$ cat config.mk
export PLATFORM = sky130hd
export DESIGN_NAME = result_drain
export DESIGN_NICKNAME = d
export VERILOG_FILES = /design/src/systolic_pkg.sv /design/src/result_drain.sv
export VERILOG_INCLUDE_DIRS = /design/src
export SDC_FILE = /design/constraint.sdc
export NUM_CORES = 1
export LEC_CHECK = 0
export BUFFER_PORTS_ARGS = -buffer_cell sky130_fd_sc_hd__buf_2
export CORE_UTILIZATION = 48
export DETAILED_ROUTE_END_ITERATION = 10
export GPL_TIMING_DRIVEN = 1
export PLACE_DENSITY = 0.83
export SLEW_MARGIN = 30
export SYNTH_ARGS = -nofsm -noshare
export SYNTH_HDL_FRONTEND = slang
export SYNTH_SLANG_ARGS = --single-unit
$ cat constraint.sdc
create_clock -name clk -period 1.2 [get_ports clk]
set_clock_uncertainty 0.15 [all_clocks]
set_input_delay 0.24 -clock clk [delete_from_list [all_inputs] [get_ports clk]]
set_output_delay 0.24 -clock clk [all_outputs]
set_load 0.1 [all_outputs]
$ cat src/systolic_macros.svh
`ifndef SYSTOLIC_MACROS_SVH
`define SYSTOLIC_MACROS_SVH

////////////////////
// array geometry
////////////////////

// width of one matrix element, products wrap at this width
`define ELEM_WIDTH 16

// matrix dimension, also the number of operand lanes
`define MAT_SIZE 4

////////////////////
// operand memory
////////////////////

`define ADDR_WIDTH 7

// top of the 128 entry memory, parked here between runs
`define IDLE_ADDR 127

// count at which row 0 of the accumulators is final
`define LATCH_CYCLE 8

`endif
$ cat src/systolic_pkg.sv
`include "systolic_macros.svh"

package systolic_pkg;

  // one matrix element
  typedef logic [`ELEM_WIDTH-1:0] elem_t;

  // MAT_SIZE elements side by side, lane 0 in the low bits
  typedef logic [`MAT_SIZE*`ELEM_WIDTH-1:0] lane_vec_t;

  typedef logic [`ADDR_WIDTH-1:0] addr_t;

  // run counter, holds at LATCH_CYCLE+1 once the run is done
  typedef logic [4:0] count_t;

  // A column and B row fetched in the same cycle
  typedef struct packed {
    lane_vec_t a_lanes;
    lane_vec_t b_lanes;
  } operand_t;

  typedef enum logic [1:0] {
    IDLE,
    RUN,
    DONE
  } seq_state_t;

endpackage

$ cat src/result_drain.sv
`timescale 1ns/1ps
`include "systolic_macros.svh"

module result_drain
  import systolic_pkg::*;
(
  input  logic                       clk,
  input  logic                       reset,
  input  logic [`MAT_SIZE-1:0]       row_latch,
  input  lane_vec_t [`MAT_SIZE-1:0] acc_rows,
  output lane_vec_t                  c_data
);

  lane_vec_t row_q [`MAT_SIZE];

  ////////////////////
  // row shifters
  ////////////////////

  // capture on the strobe, otherwise move one element toward lane 0
  for (genvar r = 0; r < `MAT_SIZE; r++) begin : g_row
    always_ff @(posedge clk) begin
      if (reset) begin
        row_q[r] <= '0;
      end else if (row_latch[r]) begin
        row_q[r] <= acc_rows[r];
      end else begin
        row_q[r] <= {{`ELEM_WIDTH{1'b0}},
                     row_q[r][`MAT_SIZE*`ELEM_WIDTH-1:`ELEM_WIDTH]};
      end
    end
  end

  ////////////////////
  // output lanes
  ////////////////////

  // lane r carries the low element of row r
  always_comb begin
    for (int r = 0; r < `MAT_SIZE; r++) begin
      c_data[r*`ELEM_WIDTH +: `ELEM_WIDTH] = row_q[r][`ELEM_WIDTH-1:0];
    end
  end

endmodule

== After elaboration in Yosys (flattened, before gate mapping) ==
Memory sizes are Yosys's and may differ from the RTL's.
Cells that the tools add are included.
Widths: inputs -> output; s select.
Word-level totals
  logic and storage cells: 43
  RAM bits: 256
  output and inout port bits: 64
  memories: 1
  register bits: 0
Memories
  row_q: depth 4, width 64, read ports 4, clocked after memory_dff 0, write ports 4, line result_drain.sv:14  | lane_vec_t row_q [`MAT_SIZE];
Operators by class
  bitwise logic cells: 8
  muxes and demuxes: 34
Operator list (number)
  $mux 64: 8
  $mux 1: 26
  $or 1x1->1: 8

== Depth between registers and ports, before layout ==
  word-level depth: 5
  gate-level depth with buffers: 5
  depth with buffers taken out: 2

== Least setup slack after synthesis ==
Ideal clock, no wire load.
  path kind: input-to-reg
  start point: in row_latch[0]
  end point: mem row_q[0][0] in the netlist's numbering, data pin
  arrival time: 0.804 ns
  setup slack: -0.011 ns
  path buffers: 3
  stages on the path: 5
  required time: 0.793 ns
  cell sequence: buf_6 > buf_12 > buf_12 > mux2i_1 > nor2_1
RTL lines
  start, declared: line result_drain.sv:9  | input logic [`MAT_SIZE-1:0] row_latch,
  end, declared: line result_drain.sv:14

==> summary.txt <==
GRT
------------------------------------------------------------------------------------------
First-pass GRT wire length                                                        50700 um
Initial antenna violation count                                                          3
Pin count of the biggest net entering global routing                                    43
Vias in the first global route                                                        9728
Total overflow reported by the global router                                             0
Global-route usage over all layers                                                   27.5%

FLOORPLANNING
------------------------------------------------------------------------------------------
Initial standard-cell utilization of the core                                        49.5%
Core Area                                                                      23800 sq um
Total die area                                                                 25100 sq um
Num rows                                                                                56
DIE WIDTH                                                                           158 um
Overall die height                                                                  158 um
Count of pins on the block boundary                                                    326

TIMING
------------------------------------------------------------------------------------------
Worst hold margin                                                                0.0651 ns
Final WS setup                                                                   -0.428 ns
Maximum operating frequency                                                      0.614 GHz
Final hold violation count                                                               0
Setup repair after global routing missed its margin                                   true
Finish-stage setup viols                                                                64
Post-route fraction of the period consumed by the critical path                       136%
Final Slew Violations                                                                    0
Final worst path period need                                                       1.63 ns

CLOCK TREE
------------------------------------------------------------------------------------------
Clock sink total                                                                       256
Post CTS Setup Buffer Count                                                              0
Clock network latency to the later pin of the worst-skew pair                      0.53 ns
Longest Clk Path Bufs                                                                    3
Root cell of the clock tree                                                   sky130_fd_sc_hd__clkbuf_16
CTS buffer count                                                                        27
Number of H-tree levels                                                                  1
Cells resized by post-CTS repair                                                         0
Clock edge transition at the registers on the reported setup and hold paths        0.06 ns
CTS tree                                                                              done

DETAILED ROUTING
------------------------------------------------------------------------------------------
TritonRoute pass-1 iters                                                                 5
Initial detailed-routing violation count                                               406
Via density                                                                           4.56
Average wire length per cell after detail routing                                  17.9 um
Remaining design rule violation count                                                    0
Total routed wirelength                                                           34900 um
Remaining antenna violation count after routing                                          0
Via Count                                                                             8897

HOLD PATH
------------------------------------------------------------------------------------------
Number of cells on the worst hold path                                                   3
Source of the worst hold timing path                                                 reset
Endpoint of the worst hold-timing path                                        row_q[3][40]$_DFFE_PP_
Class of the most critical hold timing path                                   primary input to flop

CRITICAL PATH
------------------------------------------------------------------------------------------
Category of the worst setup path launch point                                         flop
Reg-to-reg critical path endpoint                                             row_q[2][40]$_SDFFCE_PN0P_
Cell type group with the largest total delay on the critical path               flip-flops
Max FO, Critical Path                                                                    1
Delay of the slowest critical-path stage                                           0.49 ns
Launching point of the worst reg2reg path                                     row_q[2][56]$_SDFFCE_PP0P_
Crit Path Class                                                               flop to output pin
Worst reg2reg setup slack                                                          0.06 ns
Endpoint required time on the critical path                                        0.81 ns
Worst path slowest cell                                                       sky130_fd_sc_hd__edfxtp_1
Cell count of the worst reg-to-reg path                                                  2
Worst path cell trace                                                               buf_12
Buffers & Inverters on Critical Path                                                     1
Critical path startpoint                                                      row_q[0][6]$_DFFE_PP_
Data arrival, critical path                                                        1.24 ns
Endpoint kind of the worst setup timing path                                    output pin

SYNTH
------------------------------------------------------------------------------------------
Flip-flop and latch count after synthesis                                              256
Yosys warns                                                                              0
Proportion of synthesized chip area in sequential cells                              65.4%
Count of cell types in the netlist                                                      11
Syn Inst Count                                                                         823
Synthesized area per cell                                                       14.3 sq um
Post-synthesis cell area                                                       11800 sq um

PLACE
------------------------------------------------------------------------------------------
Number of buffers inserted by port buffering                                           325
DP Cell Count                                                                         1641
Gp weighted congestion                                                               0.812
Post-placement worst setup slack                                                 -0.183 ns
HPWL after DPL                                                                    19700 um

FINAL LAYOUT
------------------------------------------------------------------------------------------
Largest register by flop count                                                       row_q
Count of nets after finishing                                                         1869
Area Growth Syn to Fin                                                               57.7%
Number of filler instances in the final layout                                        1298
Largest register FFs                                                                   256
Fraction of layout cells with a size suffix above 1                                  24.6%
Largest registers                                                              row_q (256)
Finished Layout Cells                                                                 1951
Leading cell type in the layout, fill and taps excluded                       sky130_fd_sc_hd__buf_2
Commonest non-fill, non-tap cells in the layout                               sky130_fd_sc_hd__buf_2, sky130_fd_sc_hd__dlygate4sd3_1, sky130_fd_sc_hd__edfxtp_1, sky130_fd_sc_hd__conb_1

POWER AND IR DROP
------------------------------------------------------------------------------------------
Largest voltage drop on the vdd net                                                1.22 mV
Post-layout power                                                                  23.2 mW
Power density over cell area                                                  1250 nW/um^2
Static leakage                                                                     8.42 nW

STATUS
------------------------------------------------------------------------------------------
Result of the run                                                             complete, but fails checks
Violations in the final reports                                               setup timing

JOB
------------------------------------------------------------------------------------------
Max-Cap Viols                                                                            0

==> Yosys cell counts (all sizes together) <==
cell type	n	share of area (%)
and2	64	3.4
buf	113	8.2
clkbuf	1	0.032
conb	1	0.032
edfxtp	256	65
mux2i	192	16
nor2	192	6.1
nor2b	4	0.47
==> stage by stage <==
step	area (sq um)	setup TNS [ns]	utilization, %
final	18500	-21.18	78.0
after floorplan	12700	-0.331	-
after global routing	18500	-23.55	78.0
after detailed placement	15100	-28.23	63.7
after CTS	18500	-22.79	78.0
after global placement	15100	-21.38	63.7
==> final cells by class <==
class,count,area [sq um],share of cell area (%)
clock buffers,32,694,3.75
flip-flops and latches,256,7690,41.5
repair buffers,614,5540,29.9
diodes,4,10.0,0.0540
well taps,319,399,2.15
multi-input cells,708,4060,21.9
clock inverters,18,141,0.763
==> where the power goes <==
group | switching (mW) | internal, mW | total (mW)
clock network | 3.58 | 4.56 | 8.14
registers | 0.296 | 10.6 | 10.9
logic | 2.31 | 1.93 | 4.24
total | 6.18 | 17.1 | 23.2
==> layer usage <==
layer	global-route usage [%]	wire length, um	up-vias
li1	-	-	4163
met1	26.9	11700	4256
met2	54.6	19600	370
met3	4.55	1870	108
met4	14.6	1730	0
met5	0	0	-
==> worst max path at each step <==
| stage | to | slack [ns] | cells past startpoint |
|---|---|---|---|
| global placement | row_q[3][28]$_DFFE_PP_ | -0.14 | 4 |
| floorplan | row_q[0][0]$_DFFE_PP_ | -0.01 | 5 |
| CTS | c_data[6] | -0.46 | 1 |
| finish | c_data[6] | -0.43 | 1 |
| detailed placement | row_q[0][32]$_DFFE_PP_ | -0.18 | 4 |
| global route | c_data[6] | -0.46 | 1 |
==> cells by family after synthesis <==
family        after synthesis  synth area share, %
buf+inv                   114                 8.19
flops                     256                 65.4
mux                       192                 16.4
other cells                 1               0.0319
simple gates              260                 10.0
==> repair_timing <==
| item | 4_1_cts | 5_1_grt |
|---|---|---|
| setup endpoints to repair | 64 | 64 |
| hold buffers | 256 | 0 |
| hold endpoints to repair | 256 | 0 |
Note: power is estimated with default switching activity, not from simulation.
