File: src/systolic_macros.svh
`ifndef SYSTOLIC_MACROS_SVH
`define SYSTOLIC_MACROS_SVH

////////////////////
// array geometry
////////////////////

// width of one matrix element, products wrap at this width
`define ELEM_WIDTH 16

// matrix dimension, also the number of operand lanes
`define MAT_SIZE 4

////////////////////
// operand memory
////////////////////

`define ADDR_WIDTH 7

// top of the 128 entry memory, parked here between runs
`define IDLE_ADDR 127

// count at which row 0 of the accumulators is final
`define LATCH_CYCLE 8

`endif
File: src/systolic_pkg.sv
`include "systolic_macros.svh"

package systolic_pkg;

  // one matrix element
  typedef logic [`ELEM_WIDTH-1:0] elem_t;

  // MAT_SIZE elements side by side, lane 0 in the low bits
  typedef logic [`MAT_SIZE*`ELEM_WIDTH-1:0] lane_vec_t;

  typedef logic [`ADDR_WIDTH-1:0] addr_t;

  // run counter, holds at LATCH_CYCLE+1 once the run is done
  typedef logic [4:0] count_t;

  // A column and B row fetched in the same cycle
  typedef struct packed {
    lane_vec_t a_lanes;
    lane_vec_t b_lanes;
  } operand_t;

  typedef enum logic [1:0] {
    IDLE,
    RUN,
    DONE
  } seq_state_t;

endpackage

File: src/operand_skew.sv
`timescale 1ns/1ps
`include "systolic_macros.svh"

module operand_skew
  import systolic_pkg::*;
(
  input  logic     clk,
  input  logic     reset,
  input  logic     flush,
  input  operand_t operands_in,
  output operand_t operands_out
);

  elem_t a_tap [`MAT_SIZE];
  elem_t b_tap [`MAT_SIZE];

  // lane i goes through i registers so the array sees a diagonal wavefront
  for (genvar i = 0; i < `MAT_SIZE; i++) begin : g_lane
    if (i == 0) begin : g_pass
      assign a_tap[i] = operands_in.a_lanes[0 +: `ELEM_WIDTH];
      assign b_tap[i] = operands_in.b_lanes[0 +: `ELEM_WIDTH];
    end else begin : g_delay
      elem_t a_dly [i];
      elem_t b_dly [i];

      always_ff @(posedge clk) begin
        if (reset || flush) begin
          for (int d = 0; d < i; d++) begin
            a_dly[d] <= '0;
            b_dly[d] <= '0;
          end
        end else begin
          a_dly[0] <= operands_in.a_lanes[i*`ELEM_WIDTH +: `ELEM_WIDTH];
          b_dly[0] <= operands_in.b_lanes[i*`ELEM_WIDTH +: `ELEM_WIDTH];
          for (int d = 1; d < i; d++) begin
            a_dly[d] <= a_dly[d-1];
            b_dly[d] <= b_dly[d-1];
          end
        end
      end

      assign a_tap[i] = a_dly[i-1];
      assign b_tap[i] = b_dly[i-1];
    end
  end

  always_comb begin
    for (int i = 0; i < `MAT_SIZE; i++) begin
      operands_out.a_lanes[i*`ELEM_WIDTH +: `ELEM_WIDTH] = a_tap[i];
      operands_out.b_lanes[i*`ELEM_WIDTH +: `ELEM_WIDTH] = b_tap[i];
    end
  end

endmodule

File: config.mk
export PLATFORM = sky130hd
export DESIGN_NAME = operand_skew
export DESIGN_NICKNAME = d
export VERILOG_FILES = /design/src/systolic_pkg.sv /design/src/operand_skew.sv
export VERILOG_INCLUDE_DIRS = /design/src
export SDC_FILE = /design/constraint.sdc
export NUM_CORES = 1
export LEC_CHECK = 0
export BUFFER_PORTS_ARGS = -buffer_cell sky130_fd_sc_hd__buf_2
export CORE_MARGIN = 8
export CORE_UTILIZATION = 45
export DETAILED_ROUTE_END_ITERATION = 6
export MAX_ROUTING_LAYER = met4
export PLACE_DENSITY_LB_ADDON = 0.3
export SLEW_MARGIN = 40
export SYNTH_ARGS = -nofsm -noshare
export SYNTH_HDL_FRONTEND = slang
export SYNTH_SLANG_ARGS = --single-unit
File: constraint.sdc
create_clock -name clk -period 0.8 [get_ports clk]
set_input_delay 0.08 -clock clk [delete_from_list [all_inputs] [get_ports clk]]
set_output_delay 0.08 -clock clk [all_outputs]
set_load 0.02 [all_outputs]
# == Word-level counts from Yosys, hierarchy flattened ==
# Memory sizes are Yosys's and may differ from the RTL's.
# Index checks and enable logic that the tools add are counted.
# word_totals
reg_bits,0
ramBits,192
input_bits,131
out_inout_bits,128
word_cells,36
memories,6
# mem_list
memory,depth,width,rd,rd_clocked_by_memory_dff,write_ports,line,rtl
g_lane[3].g_delay.a_dly,3,16,3,0,3,operand_skew.sv:23,elem_t a_dly [i];
g_lane[3].g_delay.b_dly,3,16,3,0,3,operand_skew.sv:24,elem_t b_dly [i];
g_lane[2].g_delay.a_dly,2,16,2,0,2,operand_skew.sv:23,
g_lane[2].g_delay.b_dly,2,16,2,0,2,operand_skew.sv:24,
g_lane[1].g_delay.a_dly,1,16,1,0,1,operand_skew.sv:23,
g_lane[1].g_delay.b_dly,1,16,1,0,1,operand_skew.sv:24,
# classes
muxes,17
n_bitwise,10
reduce_logical,3
# ops
op,n
$mux W16,12
$reduce_or A16 Y1,2
$or A1 B1 Y1,10
$mux W1,5
$logic_or A1 B1 Y1,1

# == Longest topological paths before layout ==
# logic_depth
word_depth,4
depth_mapped,3
depth_no_buf,1

# == Least setup slack after synthesis ==
# OpenSTA, ideal clock, no wires.
# synth_path
path_kind,input -> register
from,in reset
to,mem g_lane[1].g_delay.a_dly[0][0] (netlist bit)
setup_ps,72
arrival_ps,525
required_ps,728
slack_ps,202
cell_stages,3
n_path_buf,2
cell_sequence,buf_4 -> buf_6 -> nor3b_2
# synth_between
elab_chain_len,4
elab_cells_between_ends,7
cone_classes,mux (5); reduce/logical (2)
# synth_rtl
element,line,rtl
start: declaration,operand_skew.sv:8,"input logic reset,"
$logic_or A1 B1 Y1 (*),operand_skew.sv:27,if (reset || flush) begin
$mux W1 (on tied branches),"operand_skew.sv:33, operand_skew.sv:27",
$reduce_or A16 Y1 (no source line) or $mux W1 (tied branches),-,
$mux W16 (no source line) or $mux W1 (tied branches),-,
end: declaration,operand_skew.sv:23,
# Every way passes the cells marked *; elsewhere a longest branch is shown, timed or not.

==> flow_summary.ini <==
[setup_path]
cp_slowest_cell = dfxtp_2
crit_cells = 1
critical_path.max_stage_delay_ns = 0.33
rr_worst_depth = 1
rr_startpoint = g_lane[2].g_delay.a_dly[0][15]$_SDFF_PP0_
crit_buf_inv = 1
worst-setup-path-type = flip-flop to primary output
required_ns = 0.72
crit_fanout = 1
crit_path_start = g_lane[1].g_delay.b_dly[0][1]$_SDFF_PP0_
rrSetupSlack_ns = 0.22
crit_path_end = operands_out[17]
path_cells = buf_6
path_delay_family = flip-flops
end_kind = primary output
crit_arrival_ns = 0.88
r2r_end = g_lane[2].g_delay.a_dly[0][31]$_SDFF_PP0_
critPathLaunchType = flip-flop

[power_and_ir_drop]
leakagePower_uw = 0.00395
power.switching_uw = 4460
peakVddDrop_mv = 1.41
intPower_uw = 15900
power.share.switching_pct = 21.9
p_seq_share_pct = 48.6
p_comb_share_pct = 9.6
powerDensity_nw_per_um2 = 2020
clkPwrFrac_pct = 41.8
total_power_uw = 20400

[route]
antenna_left = 0
avgViaCountPerCell = 4.46
first_pass_iters = 4
num_vias = 4214
drt_iter0_drc = 136
drc = 0
routed_wl_um = 15200
wl_per_cell_um = 16.0

[clock_tree]
clk_latency_ns = 0.43
htreeDepth = 4
cts_made_buffers = 17
clock_path_buffers = 2
post_cts_buffers = 0
clkSinkCount = 192
cts_tree = yes
root_buffer = clkbuf_16
clk_pin_slew_worst_paths_ns = 0.07

[die]
io-pin-count = 259
die_area_um2 = 20700
std_cell_rows = 46
core_um2 = 15900
die_w_um = 144
die_h_um = 144
start_util_pct = 46.2

[synth]
yosys.area.top_type_share_pct = 52.2
ys_seq_elements = 192
synth_warnings = 0
synth.distinct_cells = 7
synth_top_cells_by_count = dfxtp_1 (192), nor3b_2 (180), buf_4 (98)
synth_area_um2 = 7360
synth_edf_count = 0
synth_flop_cell = dfxtp_1
synthTopCellsByArea = dfxtp_1 (52%), nor3b_2 (31%), buf_4 (10%)
synth_most_common_cell = dfxtp_1
syn_nets = 653
synth.avg_cell_area_um2 = 14.1
syn_inst = 522
yosysSeqAreaShare_pct = 52.2
synthArstFlopShare_pct = 0
yosysTopAreaCell = dfxtp_1

[layout]
fill_cells = 1160
final-seq-area_um2 = 3960
area.growth.synth_to_final_pct = 36.9
stdcell_count = 945
final_nets = 848
multiInputGateArea_um2 = 2340
utilization_pct = 63.2
drive_gt1_share_pct = 71.8

[run_status]
violations = negative hold slack, negative setup slack
status = complete, but fails checks

[grt]
antenna_found_initial = 1
grt_remaining_overflow = 0
grt_pass1_wl_um = 23800
grt_start_max_net_pins = 44
grt_pass1_vias = 4607
track_usage_pct = 15.3

[sta]
fmax_mhz = 1040
final-hold-violation-count = 5
rsz0062_at_grt = yes
layout_setup_ws_ns = -0.160
min_period_ns = 0.960
skew_ns = 0.00682
setup_tns_ns = -13.67
slew_violations = 0
whs_ns = -0.0147
finalSetupViolations = 96
finalCritPeriodShare_pct = 120
relSlewSlack_pct = 81.6
tightest_slew_ns = 0.277

[place]
dp_hpwl_um = 9310
place.gp.congestion = 0.732
placed_cells = 817
port_buffers = 194

[hold_path]
hold_class = primary input to flip-flop

[flow_run]
maxCapViolCount = 0
area by class of cell:
type                            instances  area share (%)
Tap cell                              216            2.68
Clock buffer                           18            4.36
Multi-Input combinational cell        192            23.3
Clock inverter                         12            1.57
Timing Repair Buffer                  314            28.8
Sequential cell                       192            39.3
Antenna cell                            1          0.0248
worst min-delay path by stage:
stage	from	end	slack [ns]	cells after the start
floorplan	operands_in[80]	g_lane[1].g_delay.a_dly[0][0]$_SDFF_PP0_	0.24	1
global placement	operands_in[11]	operands_out[11]	0.16	0
detailed placement	operands_in[11]	operands_out[11]	0.16	0
CTS	flush	g_lane[3].g_delay.b_dly[0][33]$_SDFF_PP0_	0.05	3
global route	reset	g_lane[3].g_delay.a_dly[0][5]$_SDFF_PP0_	0.0004	2
finish	reset	g_lane[3].g_delay.a_dly[0][5]$_SDFF_PP0_	-0.01	2
cell families after synthesis:
group	after synthesis	synth area share (%)
buf+inv	138	15.9
flops	192	52.2
simple gates	192	31.8
routing by layer:
layer | vias up | share of wire, % | track usage, %
li1 | 2031 | - | -
met4 | 0 | 2.4 | 7.14
met5 | - | 0 | -
met1 | 2007 | 39 | 16.3
met2 | 152 | 51 | 24.7
met3 | 24 | 7.9 | 5.81
state kept, by name (all words and copies together), names as in the netlist:
signal                count
g_lane.g_delay.a_dly     96
g_lane.g_delay.b_dly     96
power groups by stage:
stage	sequential, uW	combinational [uW]	clock, uW
global placement	10100	1430	0
finish	9910	1960	8520
detailed placement	10100	1460	0
floorplan	10100	1230	0
CTS	9900	1960	8790
global route	9930	2090	9200
cell usage in the layout, fill, tap and decap left out, types with 2 or more instances in the layout:
cell and instances:
bufinv_16 3, clkinv_2 2, buf_6 96, buf_4 10, inv_6 4, dfxtp_1 96, clkinvlp_4 3, dlygate4sd3_1 97
buf_2 96, buf_8 2, buf_12 13, nor3b_1 12, nor3b_2 180, clkbuf_16 17, dfxtp_2 96
per-stage QoR:
stage	hold WS [ns]	instance area, um^2	worst slack [ns]
floorplan	0.237	7360	0.202
global placement	0.160	7780	0.000514
detailed placement	0.160	7780	-0.00532
CTS	0.0463	10100	-0.182
global route	0.000372	10100	-0.200
finish	-0.0147	10100	-0.160
timing repair:
action                                  CTS  global route
resized for setup                       288             0
endpoints found under the setup margin   96           101
hold buffers                             98             0
endpoints found under the hold margin    98             0
(Power assumes the default switching activity.)
