<file path="config.mk">
export PLATFORM = sky130hd
export DESIGN_NAME = mac_sequencer
export DESIGN_NICKNAME = d
export VERILOG_FILES = /design/src/systolic_pkg.sv /design/src/mac_sequencer.sv
export VERILOG_INCLUDE_DIRS = /design/src
export SDC_FILE = /design/constraint.sdc
export NUM_CORES = 1
export LEC_CHECK = 0
export ABC_AREA = 1
export BUFFER_PORTS_ARGS = -buffer_cell sky130_fd_sc_hd__buf_2
export CORE_ASPECT_RATIO = 0.75
export CORE_MARGIN = 5
export CORE_UTILIZATION = 35
export DETAILED_ROUTE_END_ITERATION = 6
export SYNTH_ARGS = -nofsm -noshare
export SYNTH_HDL_FRONTEND = slang
export SYNTH_SLANG_ARGS = --single-unit
</file>
<file path="constraint.sdc">
create_clock -name clk -period 1.25 [get_ports clk]
set_input_delay 0.3125 -clock clk [delete_from_list [all_inputs] [get_ports clk]]
set_output_delay 0.3125 -clock clk [all_outputs]
set_load 0.02 [all_outputs]
</file>
<file path="src/systolic_macros.svh">
`ifndef SYSTOLIC_MACROS_SVH
`define SYSTOLIC_MACROS_SVH

////////////////////
// array geometry
////////////////////

// width of one matrix element, products wrap at this width
`define ELEM_WIDTH 16

// matrix dimension, also the number of operand lanes
`define MAT_SIZE 4

////////////////////
// operand memory
////////////////////

`define ADDR_WIDTH 7

// top of the 128 entry memory, parked here between runs
`define IDLE_ADDR 127

// count at which row 0 of the accumulators is final
`define LATCH_CYCLE 8

`endif
</file>
<file path="src/systolic_pkg.sv">
`include "systolic_macros.svh"

package systolic_pkg;

  // one matrix element
  typedef logic [`ELEM_WIDTH-1:0] elem_t;

  // MAT_SIZE elements side by side, lane 0 in the low bits
  typedef logic [`MAT_SIZE*`ELEM_WIDTH-1:0] lane_vec_t;

  typedef logic [`ADDR_WIDTH-1:0] addr_t;

  // run counter, holds at LATCH_CYCLE+1 once the run is done
  typedef logic [4:0] count_t;

  // A column and B row fetched in the same cycle
  typedef struct packed {
    lane_vec_t a_lanes;
    lane_vec_t b_lanes;
  } operand_t;

  typedef enum logic [1:0] {
    IDLE,
    RUN,
    DONE
  } seq_state_t;

endpackage

</file>
<file path="src/mac_sequencer.sv">
`timescale 1ns/1ps
`include "systolic_macros.svh"

module mac_sequencer
  import systolic_pkg::*;
(
  input  logic                 clk,
  input  logic                 reset,
  input  logic                 start_mat_mul,
  output addr_t                a_addr,
  output addr_t                b_addr,
  output logic                 flush,
  output logic [`MAT_SIZE-1:0] row_latch,
  output logic                 done_mat_mul
);

  seq_state_t           state;
  count_t               count;
  addr_t                rd_addr;
  logic [`MAT_SIZE-1:1] latch_dly;

  ////////////////////
  // run FSM
  ////////////////////

  // count 0 is the first cycle with start high, spent in IDLE
  always_ff @(posedge clk) begin
    if (reset || !start_mat_mul) begin
      state <= IDLE;
      count <= '0;
    end else begin
      case (state)
        IDLE: begin
          state <= RUN;
          count <= count + 5'd1;
        end
        RUN: begin
          count <= count + 5'd1;
          if (count == count_t'(`LATCH_CYCLE)) begin
            state <= DONE;
          end
        end
        // counter frozen, done held until start drops
        default: state <= DONE;
      endcase
    end
  end

  // address k shows up during count k+1
  always_ff @(posedge clk) begin
    if (reset || !start_mat_mul) begin
      rd_addr <= addr_t'(`IDLE_ADDR);
    end else if (count < count_t'(`MAT_SIZE)) begin
      rd_addr <= addr_t'(count);
    end else begin
      rd_addr <= addr_t'(`IDLE_ADDR);
    end
  end

  // rows finish one cycle apart, so the strobe ripples down
  always_ff @(posedge clk) begin
    if (flush) begin
      latch_dly <= '0;
    end else begin
      latch_dly <= row_latch[`MAT_SIZE-2:0];
    end
  end

  assign row_latch    = {latch_dly, count == count_t'(`LATCH_CYCLE)};
  assign flush        = reset || !start_mat_mul || (count == '0);
  assign done_mat_mul = (state == DONE);
  assign a_addr       = rd_addr;
  assign b_addr       = rd_addr;

endmodule

</file>
* Word-level counts from Yosys, hierarchy flattened
Index checks and enable logic that the tools add are counted.
** Cells by class
- Add/sub/neg operators :: 1
- Order comparisons :: 1
- Equal/unequal tests :: 4
- Multiplexer cells :: 3
- Bitwise operators :: 1
- Reduce and logical (&&, ||, !) cells :: 7
** Operators with widths (number)
- 7-bit two-way mux :: 1
- 5-bit by 1-bit adder with 5-bit output (second input constant) :: 1
- 5-bit by 4-bit equality test with 1-bit output (second input constant) :: 1
- 5-bit zero test :: 1
- 5-bit by 3-bit < comparator with 1-bit output (second input constant) :: 1
- 2-bit case mux with 2 select lines :: 1
- 2-bit OR reduction :: 2
- 2-bit by 1-bit equality test with 1-bit output (second input constant) :: 1
- 2-bit equality test (second input constant) :: 1
- 2-bit zero test :: 1
- 1-bit logical OR :: 2
- 2-bit two-way mux :: 1
- 2-bit inequality test (second input constant) :: 1
- 1-bit zero test :: 1
- 1-bit NOT :: 1
** Storage, ports and cells
- Bits in registers :: 17
- Bits of input ports :: 3
- Output and inout port bits :: 20

* Logic depth before layout (Yosys ltp)
- Depth after elaboration :: 3
- Depth in mapped cells :: 7
- Gate-level depth less buffers :: 7

* Least setup slack after synthesis
OpenSTA, ideal clock, no wires.
- Path kind :: flip-flop to output port
- Start :: register count[0]
- End :: output port row_latch[0]
- Arrival time :: 949 ps
- Required time :: 938 ps
- Path slack :: -12 ps
- Stages on the path, launching flop included :: 7
- Path buffers :: 0
- Cell sequence :: dfxtp_1 -> inv_1 -> ha_1 -> inv_1 -> nor2_1 -> nand2_1 -> inv_1
** Between the ends
- Word-level cells in the longest chain between the ends :: 1
** Ends and longest elaborated chain
- start, declared :: line mac_sequencer.sv:18 : count_t count;
- start signal, assigned :: line mac_sequencer.sv:35 : count <= count + 5'd1;
- start signal, assigned :: line mac_sequencer.sv:38 : count <= count + 5'd1;
- 5-bit by 4-bit equality test with 1-bit output :: line mac_sequencer.sv:69 : assign row_latch = {latch_dly, count == count_t'(`LATCH_CYCLE)};
- end, declared :: line mac_sequencer.sv:13 : output logic [`MAT_SIZE-1:0] row_latch,
Every way passes these cells.

* Final worst setup path
- Start :: register count[0]
- End :: output port flush
** Between the ends
- Word-level cells in the longest chain between the ends :: 2
** Ends and longest elaborated chain
- 5-bit zero test :: line mac_sequencer.sv:70 : assign flush = reset || !start_mat_mul || (count == '0);
- 1-bit logical OR :: line mac_sequencer.sv:70
- end, declared :: line mac_sequencer.sv:12 : output logic flush,
Every way passes these cells.

==> results_dict.tcl <==
set metrics [dict create \
    status "finished with violations" \
    violations "negative setup slack" \
    root_buffer "clkbuf_4" \
    avgSynthCellArea_um2 8.633 \
    ys_seq_area_share_pct 46.38 \
    setup_ws_ps -300.0 \
    slew_headroom_pct 85.97 \
    place_inst 125 \
    viasPerCell 4.252 \
    n_fill_cell 170 \
    crit_path_max_incr_delay_ps 330 \
    drive_gt1_share_pct 65.49 \
    vias 574 \
    grt.overflow.total 0 \
    drtAntennaViolNets 0 \
    cts_tree "done" \
    path_class "flop to output pin" \
    synth_compound_area_share_pct 5.978 \
    grt_setup_unrepaired "true" \
    syn_to_final_growth_pct 41.12 \
    irDropWorstVdd_v 0.0005476 \
    cpMostUsedCell "inv_2" \
    wire_per_inst_um 10.55 \
    ys_types 17 \
    r2r_slack_ps -230 \
    cp_num_buf_inv 3 \
    start_util_pct 38.25 \
    ios 23 \
    final_core_util_pct 53.98 \
    drt-total-wl_um 1424 \
    cts_buffer_depth 2 \
    cap_violations 0 \
    min_period_ps 1550 \
    post-route-period-util_pct 124.0 \
    port-buffer-count 22 \
    worstPathRequired_ps 940 \
    synth_fa_ha_area_share_pct 3.623 \
    grt_antenna_before_repair 0 \
    die_h_um 48.47 \
    hp-class "primary input to flop" \
    synth_top_family_by_area "simple AND/OR/NAND/NOR gates" \
    grt_pass1_vias 549 \
    grt_pass1_wl_um 2235 \
    rows 13 \
    drt_first_pass_iters 5 \
    synthMuxAreaShare_pct 0 \
    remaining_drc_errors 0 \
    cts_inserted_buffers 3 \
    critPathTopFamily "flip-flops" \
    synth_xor_area_share_pct 0 \
    endpoint_kind "output pin" \
    worstMarginPinSlew_ps 210.1 \
    clock_skew_ps 2.568 \
    finalSetupViolCount 3 \
    ys_seq_elements 16 \
    drv_slew 0 \
    clock-sinks 16 \
    cp.arrival_ps 1240 \
    powerDensity_nw_per_um2 1036 \
    core-area_um2 1805 \
    dieWidth_um 61.30 \
    hold_viol_final 0 \
    worst_hold_slack_ps 411.5 \
    yosysWarnings 0 \
    first_iter_violations 10 \
    diodes 0 \
    cts_max_level 1 \
    routabilityCongestion 0.7000 \
    start_kind "flop" \
    fin_cells 135 \
    cts.reportedPaths.clkPinSlew_ps 90 \
    cp_max_fo 3 \
    track_usage_pct 10.24 \
    insertion_delay_ps 280 \
    path_cells "inv_2, ha_4, inv_2, nor2_4, nand2_1, nand2_2, buf_6" \
    synth_area_um2 690.7 \
    fmax_mhz 645.2 \
    synthSimpleGateAreaFrac_pct 27.17 \
    dp_hpwl_um 960.2 \
    die-area_um2 2971 \
    synthCells 80 \
    nets 119 \
    worst_path_max_delay_cell "dfxtp_2" \
    fin_tns_setup_ps -809.5 \
    grt_max_degree 11 \
    synth.net_count 85 \
    leakage_uw 0.0004374 \
]
[final timing paths]
path	startpoint	to	depth (start not counted)
max	count[0]	flush	7
min	reset	latch_dly[2]	5
max reg2reg	count[0]	latch_dly[1]	11
min reg2reg	latch_dly[2]	latch_dly[3]	2
[state kept, by name, summed over array words and instances (netlist names)]
name / cells
state: 2
a_addr: 6
count: 5
latch_dly: 3
[metrics by stage]
step	setup WS (ps)	total power (uW)	cell area, um2
after global routing	-361.4	1063	974.7
after global placement	-57.96	666.7	832.0
final	-300.0	1010	974.7
after floorplan	9.934	637.9	690.7
after detailed placement	-119.4	668.0	832.0
after CTS	-297.1	1022	954.7
[area by class of cell]
| type | instances | area [um2] | area share, % |
|---|---|---|---|
| Multi-Input combinational cell | 43 | 286.5 | 29.40 |
| Clock buffer | 4 | 36.28 | 3.723 |
| Timing Repair Buffer | 38 | 252.7 | 25.93 |
| Tap cell | 22 | 27.53 | 2.824 |
| Inverter | 12 | 47.55 | 4.878 |
| Sequential cell | 16 | 324.1 | 33.25 |
[routing by layer]
metal	wire [um]	global-route usage (%)
met4	8	3.249
met3	147	4.762
met1	566	10.13
met2	701	18.31
met5	0	0
[logic make-up after synthesis]
| logic type | count (synthesis) |
|---|---|
| adders and majority gates | 2 |
| and+or+nand+nor | 35 |
| buffers and inverters | 21 |
| AOI/OAI and AO/OA | 6 |
| DFF | 16 |
[layout by cell type (no fill, tap or decap), drive strengths merged]
cell	Yosys	final
a21oi	4	4
buf	9	38
clkbuf	0	4
dfxtp	16	16
ha	2	2
inv	12	12
nand2	15	15
nand3	5	5
nor2	15	15
o21ai	2	2
[worst register-to-register path: stages (launching register included)]
cell and delay [ps]:
dfxtp_2 330, inv_2 70, ha_4 130, inv_2 40, nor2_4 110, nand2_2 90, buf_6 110, buf_4 120
buf_4 120, buf_4 120, buf_4 120, nor2_2 60
[Yosys cell counts (all sizes together)]
master / count / area [um2]
a21oi: 4 / 23.77
buf: 9 / 71.32
dfxtp: 16 / 320.3
ha: 2 / 25.02
inv: 12 / 45.05
nand2: 15 / 68.81
nand3: 5 / 35.03
nor2: 15 / 83.83
o21ai: 2 / 17.52
[where the power goes]
group	switching, uW	total, uW	internal, uW
Combinational	84.0	140	56.4
Sequential	8.29	534	526
Clock	158	336	177
[what timing repair did]
item / in CTS / in global routing
gates resized for setup: 16 / 6
hold buffers: 0 / 0
pin swaps: 4 / 3
setup buffers: 6 / 0
endpoints found under the setup margin: 3 / 5
No activity file was read; power rests on OpenSTA's default activity.
